File: src/lrelu_pkg.sv
`default_nettype none

package lrelu_pkg;

  // lane and coefficient geometry
  localparam int UNITS        = 4;
  localparam int COEF_DEPTH   = 4;
  localparam int COEF_AW      = $clog2(COEF_DEPTH);
  localparam int FRAC_BITS    = 8;    // q8.8 scale words
  localparam int LRELU_ALPHA  = 26;   // about 0.1 in steps of 1/256
  localparam int PIPE_LATENCY = 3;    // s_valid to m_valid

  // signed 8-bit output range
  localparam int OUT_MAX = 127;
  localparam int OUT_MIN = -128;

  typedef logic signed [15:0] lane_word_t;
  typedef lane_word_t [UNITS-1:0] lane_vec_t;

  typedef logic signed [15:0] coef_t;

  typedef logic signed [23:0] mac_t;  // scaled, offset and sloped value
  typedef mac_t [UNITS-1:0] mac_vec_t;

  typedef logic signed [7:0] out_word_t;
  typedef out_word_t [UNITS-1:0] out_vec_t;

  typedef struct packed {
    logic is_lrelu;
    logic is_max;   // for the max-pool stage downstream
  } beat_user_t;

  typedef struct packed {
    logic is_max;
  } out_user_t;

  typedef enum logic [1:0] {CFG_D, CFG_A, CFG_B} cfg_target_t;

  typedef struct packed {
    logic               we;
    cfg_target_t        target;
    logic [COEF_AW-1:0] addr;
    coef_t              data;
  } cfg_write_t;

  typedef struct packed {
    coef_t a;
    coef_t b;
  } coef_row_t;

endpackage

`default_nettype wire

File: src/lrelu_config_loader.sv
`timescale 1ns/10ps
`default_nettype none

module lrelu_config_loader (
  input  logic                  clk,
  input  logic                  rst_n,
  input  logic                  cfg_restart,
  input  logic                  cfg_valid,
  input  lrelu_pkg::coef_t      cfg_data,
  output lrelu_pkg::cfg_write_t cfg_wr
);

  import lrelu_pkg::*;

  cfg_target_t        state;
  cfg_target_t        state_next;
  logic [COEF_AW-1:0] addr;
  logic [COEF_AW-1:0] addr_next;
  logic               last_addr;

  assign last_addr = (addr == COEF_AW'(COEF_DEPTH - 1));

  // word order is D, then A[0..n-1], then B[0..n-1], then back to D
  always_comb begin
    state_next = state;
    addr_next  = addr;
    case (state)
      CFG_D: begin
        state_next = CFG_A;   // D is a single word
        addr_next  = '0;
      end
      CFG_A, CFG_B: begin
        if (last_addr) begin
          state_next = (state == CFG_A) ? CFG_B : CFG_D;
          addr_next  = '0;
        end else begin
          addr_next = addr + 1'b1;
        end
      end
      default: begin
        state_next = CFG_D;
        addr_next  = '0;
      end
    endcase
  end

  // one step per config word
  always_ff @(posedge clk) begin
    if (!rst_n || cfg_restart) begin
      state <= CFG_D;
      addr  <= '0;
    end else if (cfg_valid) begin
      state <= state_next;
      addr  <= addr_next;
    end
  end

  // write goes out in the same cycle as the word
  always_comb begin
    cfg_wr.we     = cfg_valid;
    cfg_wr.target = state;
    cfg_wr.addr   = addr;
    cfg_wr.data   = cfg_data;
  end

endmodule

`default_nettype wire

File: src/lrelu_coef_store.sv
`timescale 1ns/10ps
`default_nettype none

module lrelu_coef_store (
  input  logic                  clk,
  input  logic                  rst_n,
  input  logic                  cfg_restart,
  input  lrelu_pkg::cfg_write_t cfg_wr,
  input  logic                  s_valid,
  output lrelu_pkg::coef_row_t  coef_row,
  output lrelu_pkg::coef_t      d
);

  import lrelu_pkg::*;

  coef_t              a_mem [COEF_DEPTH];  // scale per row
  coef_t              b_mem [COEF_DEPTH];  // offset per row
  coef_t              d_q;
  logic [COEF_AW-1:0] rd_ptr;
  logic               rd_last;

  // decode write target
  always_ff @(posedge clk) begin
    if (cfg_wr.we) begin
      case (cfg_wr.target)
        CFG_D:   d_q <= cfg_wr.data;
        CFG_A:   a_mem[cfg_wr.addr] <= cfg_wr.data;
        CFG_B:   b_mem[cfg_wr.addr] <= cfg_wr.data;
        default: d_q <= d_q;
      endcase
    end
  end

  assign rd_last = (rd_ptr == COEF_AW'(COEF_DEPTH - 1));

  // cyclic read pointer, counts beats and not cycles
  always_ff @(posedge clk) begin
    if (!rst_n || cfg_restart) begin
      rd_ptr <= '0;
    end else if (s_valid) begin
      if (rd_last) begin
        rd_ptr <= '0;
      end else begin
        rd_ptr <= rd_ptr + 1'b1;
      end
    end
  end

  // row is combinational so it lines up with s_data
  always_comb begin
    coef_row.a = a_mem[rd_ptr];
    coef_row.b = b_mem[rd_ptr];
  end

  assign d = d_q;

endmodule

`default_nettype wire

File: src/lrelu_datapath.sv
`timescale 1ns/10ps
`default_nettype none

module lrelu_datapath (
  input  logic                  clk,
  input  logic                  rst_n,
  input  logic                  s_valid,
  input  lrelu_pkg::lane_vec_t  s_data,
  input  lrelu_pkg::beat_user_t s_user,
  input  lrelu_pkg::coef_row_t  coef_row,
  output logic                  act_valid,
  output lrelu_pkg::mac_vec_t   act_data,
  output lrelu_pkg::out_user_t  act_user
);

  import lrelu_pkg::*;

  mac_vec_t   mac_next;
  mac_vec_t   mac_q;
  mac_vec_t   act_next;
  logic       mac_valid;
  beat_user_t mac_user;

  // stage 1 math, floor(x*a/256) + b
  always_comb begin
    lane_word_t         x;
    coef_t              a;
    coef_t              b;
    logic signed [31:0] prod;
    for (int i = 0; i < UNITS; i++) begin
      x = s_data[i];
      a = coef_row.a;
      b = coef_row.b;
      prod = x * a;
      mac_next[i] = mac_t'(prod >>> FRAC_BITS) + mac_t'(b);  // arithmetic shift floors
    end
  end

  always_ff @(posedge clk) begin
    if (!rst_n) begin
      mac_valid <= 1'b0;
    end else begin
      mac_valid <= s_valid;
    end
  end

  always_ff @(posedge clk) begin
    mac_q    <= mac_next;
    mac_user <= s_user;
  end

  // stage 2 math, leaky slope on negative lanes only
  always_comb begin
    mac_t               m;
    logic signed [31:0] sloped;
    for (int i = 0; i < UNITS; i++) begin
      m = mac_q[i];
      sloped = m * LRELU_ALPHA;
      if (mac_user.is_lrelu && (m < 0)) begin
        act_next[i] = mac_t'(sloped >>> FRAC_BITS);
      end else begin
        act_next[i] = m;
      end
    end
  end

  always_ff @(posedge clk) begin
    if (!rst_n) begin
      act_valid <= 1'b0;
    end else begin
      act_valid <= mac_valid;
    end
  end

  always_ff @(posedge clk) begin
    act_data        <= act_next;
    act_user.is_max <= mac_user.is_max;  // is_lrelu is spent here
  end

endmodule

`default_nettype wire

File: src/lrelu_requant.sv
`timescale 1ns/10ps
`default_nettype none

module lrelu_requant (
  input  logic                 clk,
  input  logic                 rst_n,
  input  logic                 act_valid,
  input  lrelu_pkg::mac_vec_t  act_data,
  input  lrelu_pkg::out_user_t act_user,
  input  lrelu_pkg::coef_t     d,
  output logic                 m_valid,
  output lrelu_pkg::out_vec_t  m_data,
  output lrelu_pkg::out_user_t m_user
);

  import lrelu_pkg::*;

  out_vec_t sat_next;

  // add d, then clamp to int8
  always_comb begin
    mac_t                     act;
    logic signed [$bits(mac_t):0] sum;  // one extra bit so the add can't wrap
    for (int i = 0; i < UNITS; i++) begin
      act = act_data[i];
      sum = act + d;
      if (sum > OUT_MAX) begin
        sat_next[i] = out_word_t'(OUT_MAX);
      end else if (sum < OUT_MIN) begin
        sat_next[i] = out_word_t'(OUT_MIN);
      end else begin
        sat_next[i] = out_word_t'(sum);
      end
    end
  end

  always_ff @(posedge clk) begin
    if (!rst_n) begin
      m_valid <= 1'b0;
    end else begin
      m_valid <= act_valid;
    end
  end

  always_ff @(posedge clk) begin
    m_data <= sat_next;
    m_user <= act_user;
  end

endmodule

`default_nettype wire

File: src/lrelu_engine.sv
`timescale 1ns/10ps
`default_nettype none

module lrelu_engine (
  input  logic                  clk,
  input  logic                  rst_n,
  input  logic                  cfg_restart,
  input  logic                  cfg_valid,
  input  lrelu_pkg::coef_t      cfg_data,
  input  logic                  s_valid,
  input  lrelu_pkg::lane_vec_t  s_data,
  input  lrelu_pkg::beat_user_t s_user,
  output logic                  m_valid,
  output lrelu_pkg::out_vec_t   m_data,
  output lrelu_pkg::out_user_t  m_user
);

  import lrelu_pkg::*;

  cfg_write_t cfg_wr;     // loader to store
  coef_row_t  coef_row;   // row for the current beat
  coef_t      d;
  logic       act_valid;  // datapath to requant
  mac_vec_t   act_data;
  out_user_t  act_user;

  lrelu_config_loader loader_i (
    .clk         (clk),
    .rst_n       (rst_n),
    .cfg_restart (cfg_restart),
    .cfg_valid   (cfg_valid),
    .cfg_data    (cfg_data),
    .cfg_wr      (cfg_wr)
  );

  lrelu_coef_store store_i (
    .clk         (clk),
    .rst_n       (rst_n),
    .cfg_restart (cfg_restart),
    .cfg_wr      (cfg_wr),
    .s_valid     (s_valid),
    .coef_row    (coef_row),
    .d           (d)
  );

  lrelu_datapath datapath_i (
    .clk       (clk),
    .rst_n     (rst_n),
    .s_valid   (s_valid),
    .s_data    (s_data),
    .s_user    (s_user),
    .coef_row  (coef_row),
    .act_valid (act_valid),
    .act_data  (act_data),
    .act_user  (act_user)
  );

  lrelu_requant requant_i (
    .clk       (clk),
    .rst_n     (rst_n),
    .act_valid (act_valid),
    .act_data  (act_data),
    .act_user  (act_user),
    .d         (d),
    .m_valid   (m_valid),
    .m_data    (m_data),
    .m_user    (m_user)
  );

endmodule

`default_nettype wire

File: config.mk
export PLATFORM = sky130hd
export DESIGN_NAME = lrelu_engine
export DESIGN_NICKNAME = d
export VERILOG_FILES = /design/src/lrelu_pkg.sv /design/src/lrelu_config_loader.sv /design/src/lrelu_coef_store.sv /design/src/lrelu_datapath.sv /design/src/lrelu_requant.sv /design/src/lrelu_engine.sv
export SDC_FILE = /design/constraint.sdc
export NUM_CORES = 2
export LEC_CHECK = 0
export CAP_MARGIN = 5
export CORE_ASPECT_RATIO = 1.25
export CORE_UTILIZATION = 45
export CTS_CLUSTER_DIAMETER = 50
export DETAILED_ROUTE_END_ITERATION = 12
export DONT_BUFFER_PORTS = 1
export PLACE_DENSITY = 0.7
export SLEW_MARGIN = 15
export SYNTH_ARGS = -nofsm -noshare
export SYNTH_HDL_FRONTEND = slang
export SYNTH_HIERARCHICAL = 1
export SYNTH_SLANG_ARGS = --single-unit
export TNS_END_PERCENT = 30
File: constraint.sdc
create_clock -name clk -period 7.9 [get_ports clk]
set_input_delay 1.185 -clock clk [delete_from_list [all_inputs] [get_ports clk]]
set_output_delay 1.185 -clock clk [all_outputs]
set_load 0.03 [all_outputs]
==> impl_metrics.tcl <==
set metrics [dict create \
    cts_made_buffers 41 \
    floorplan.die_area_um2 153000 \
    pre_cts_ws_ps -558 \
    final_cell_count_no_fill 9725 \
    synth_area_um2 68100 \
    fmaxAchievable_mhz 118 \
    die_h_um 437 \
    wl_mm 173 \
    failed_checks "negative setup slack" \
    synth_top_cell_area_share_pct 33.6 \
    finalSetupViolCount 34 \
    io_buffer_count 0 \
    multiInputGateArea_um2 52400 \
    route.detailed.wl_per_inst_um 17.8 \
    number_of_library_cell_types_mapped_by_synthesis 102 \
    ys_seq_elements 383 \
    utilization_pct 50.8 \
    post_route_fraction_of_the_period_consumed_by_the_critical_path_pct 107 \
    route.met3.wl_mm 11.5 \
    dp_hpwl_mm 143 \
    row_count 159 \
    firstDrtPassIters 5 \
    m1WireLength_mm 71.3 \
    root_buffer "sky130_fd_sc_hd__clkbuf_16" \
    run_status "finished, violations left" \
    worst-path-stages 31 \
    final-max-slew-violation-count 0 \
    place_area_um2 74100 \
    viasPerCell 5.19 \
    synth_area_per_cell_um2 9.31 \
    finished_cell_area_um2 76300 \
    worst_path_most_repeated_cell "sky130_fd_sc_hd__fa_1" \
    postLayoutSetupSlackWorst_ps -541 \
    synth_cells 7315 \
    grt_first_pass_wirelength_mm 276 \
    crit_arrival_ps 8950 \
    register_area_um2 9110 \
    number_of_enable_type_register_cells_in_the_synthesized_netlist 144 \
    floorplan.die.width_um 350 \
    drive_above_1_share_pct 10.9 \
    worst_tran_pin_value_ps 1060 \
    cts-htree-levels 2 \
    wl_met2_mm 82.8 \
    dp_cells 9628 \
    async_flop_share_pct 0 \
    rsz_0062_raised_after_global_routing "true" \
    finish.net_count 9704 \
    synthesis.nets 9338 \
    final.setup_skew_ps 21.4 \
    ys.flop_type "sky130_fd_sc_hd__dfxtp_1" \
    initial_utilization_pct 45.3 \
    largest_stage_delay_worst_path_ps 570 \
    ant_nets 0 \
    critical_path.n_buffers_inverters 4 \
    tritoncts_sinks 383 \
    critPathRequiredTime_ps 8410 \
    timing_worst_setup_path_type "reg -> reg" \
    grt_max_degree 45 \
    critical_path_capture_point_type "flip-flop" \
    hold_viol_final 0 \
    clk_path_buf_depth 3 \
    nature_of_the_critical_path_startpoint "flip-flop" \
    cts_hold_buf 0 \
    insertion_delay_ps 590 \
    route.vias.total 50500 \
    vias_in_the_first_global_route 53200 \
    synth.top_cells.by_area "sky130_fd_sc_hd__fa_1, sky130_fd_sc_hd__ha_1, sky130_fd_sc_hd__inv_1, sky130_fd_sc_hd__dfxtp_1, sky130_fd_sc_hd__edfxtp_1" \
    max-slew-margin-rel_pct 28.9 \
    yosys_warnings 6 \
    worst-path-max-fanout 20 \
    cp_delay_by_family_top "adder cells" \
    tritoncts "done" \
    path_clk_slew_ps 70 \
    worstSetupEndpoint "datapath_i/mac_q[70]" \
    place_congestion 0.912 \
    fillCellCount 13600 \
    drt_iter0_drc 2934 \
    worst_r2r_path_depth 31 \
    cp_slowest_cell "sky130_fd_sc_hd__mux4_2" \
    grt_antenna_before_repair 9 \
    grt.total_usage_pct 22.7 \
    yosysTopAreaCell "sky130_fd_sc_hd__fa_1" \
    hold_class "reg -> reg" \
    cap_viol_max_count 0 \
    highest_layer_used_for_signal_routing "met5" \
    synth_seq_area_share_pct 13.4 \
    gr-total-overflow 0 \
    drcViolationCount 0 \
    synthToLayoutAreaGrowth_pct 12.0 \
    worst-r2r-setup-slack_ps -540 \
    floorplan.core_area_um2 150000 \
    top_level_ports 121 \
    timing.rr.end "datapath_i/mac_q[70]" \
    final.min_clock_period_ps 8440 \
]
## state kept, by name, indices dropped and copies added, names as in the netlist, 2 cells and up, named ones only
name / count
datapath_i/act_data: 96
datapath_i/mac_q: 96
store_i/a_mem: 64
store_i/b_mem: 64
requant_i/m_data: 32
store_i/d: 16
datapath_i/mac_user: 2
loader_i/addr: 2
loader_i/state: 2
store_i/rd_ptr: 2
## cell families (layout without fill, tap and decap cells)
kind of cell / Yosys count / in the layout / share of synthesized area [%]
fa+ha+maj: 1936 / 1936 / 48.2
buf+inv: 1881 / 2276 / 10.6
simple gates: 1830 / 1830 / 13.4
compound gates: 902 / 902 / 8.87
flops: 383 / 383 / 13.4
xor+xnor: 343 / 343 / 4.41
mux: 40 / 40 / 1.19
other cells: 0 / 3 / 0
## how the worst min path moves through the flow
| stage | startpoint | endpoint | slack, ps | depth (start not counted) |
|---|---|---|---|---|
| global route | datapath_i/act_user | requant_i/m_user | 340 | 0 |
| finish | datapath_i/mac_user[0] | datapath_i/act_user | 330 | 0 |
| detailed placement | datapath_i/act_user | requant_i/m_user | 320 | 0 |
| global placement | datapath_i/act_user | requant_i/m_user | 310 | 0 |
| floorplan | datapath_i/mac_user[0] | datapath_i/act_user | 310 | 0 |
| CTS | datapath_i/mac_user[0] | datapath_i/act_user | 340 | 0 |
## synth_stat cells, drive strengths merged, types with 7 or more instances
cell / n
a21oi: 224
a311oi: 8
a211o: 8
a221oi: 14
o31ai: 23
o2111ai: 7
o22ai: 7
o21a: 61
a211oi: 23
o41ai: 7
and2: 505
nor2b: 33
a2111oi: 9
and4: 11
mux4: 32
mux2i: 7
a21boi: 12
nand2b: 66
and3: 23
nor2: 217
xnor2: 240
nor4: 17
o21ai: 200
nand3: 73
fa: 1142
or2: 14
xor2: 103
o221ai: 7
inv: 1638
edfxtp: 144
or3: 28
clkbuf: 203
o211ai: 26
dfxtp: 239
buf: 40
nand2: 689
a41oi: 14
o21bai: 27
nor3: 78
nand4: 47
a31oi: 37
ha: 794
a21o: 142
## layer usage
layer | vias up | global-route usage, %
met4 | 4 | 8.51
met3 | 326 | 3.57
met5 | - | 0
li1 | 23600 | -
met2 | 1458 | 38.6
met1 | 25100 | 28.9
## timing repair
action	4_1_cts	5_1_grt
gates resized for setup	60	68
cloned	0	6
pin swaps	10	34
setup buffers	3	13
endpoints found under the setup margin	33	50
## final cells by class
| type | instances | share of cell area [%] |
|---|---|---|
| Antenna cell | 3 | 0.00984 |
| Clock buffer | 54 | 1.54 |
| Clock inverter | 18 | 0.312 |
| Inverter | 1638 | 8.06 |
| Multi-Input combinational cell | 5051 | 68.7 |
| Sequential cell | 383 | 11.9 |
| Tap cell | 2012 | 3.30 |
| Timing Repair Buffer | 566 | 6.11 |
## worst register-to-register path, delay by kind of cell, from the launching register on
family,cells,cell delay [ps]
fa+ha+maj,8,3510
flops,1,390
buf+inv,4,650
mux,1,570
xor+xnor,2,260
compound gates,9,1780
simple gates,7,1220
## metrics by stage
step | TNS [ps] | hold WS [ps]
finish | -8480 | 330
global route | -20590 | 343
CTS | -6040 | 336
detailed placement | -8740 | 316
global placement | -5560 | 313
floorplan | -1720 | 310
## layout by cell type, fill, tap and decap left out, types with 46 or more instances in the layout
cell type,count
sky130_fd_sc_hd__xor2_1,103
sky130_fd_sc_hd__a21oi_1,201
sky130_fd_sc_hd__fa_1,1136
sky130_fd_sc_hd__nor3_1,72
sky130_fd_sc_hd__nand2b_1,66
sky130_fd_sc_hd__inv_1,1628
sky130_fd_sc_hd__o21ai_0,174
sky130_fd_sc_hd__and2_1,498
sky130_fd_sc_hd__xnor2_1,232
sky130_fd_sc_hd__nand4_1,46
sky130_fd_sc_hd__ha_1,779
sky130_fd_sc_hd__o21a_1,59
sky130_fd_sc_hd__nand3_1,72
sky130_fd_sc_hd__edfxtp_1,144
sky130_fd_sc_hd__a21o_1,141
sky130_fd_sc_hd__nor2_1,209
sky130_fd_sc_hd__nand2_1,684
sky130_fd_sc_hd__buf_4,529
sky130_fd_sc_hd__clkbuf_16,49
sky130_fd_sc_hd__dfxtp_1,238
Power is left out: the tool's default activity adds up to more than one toggle a clock period on the data nets, which glitch-free logic cannot reach.
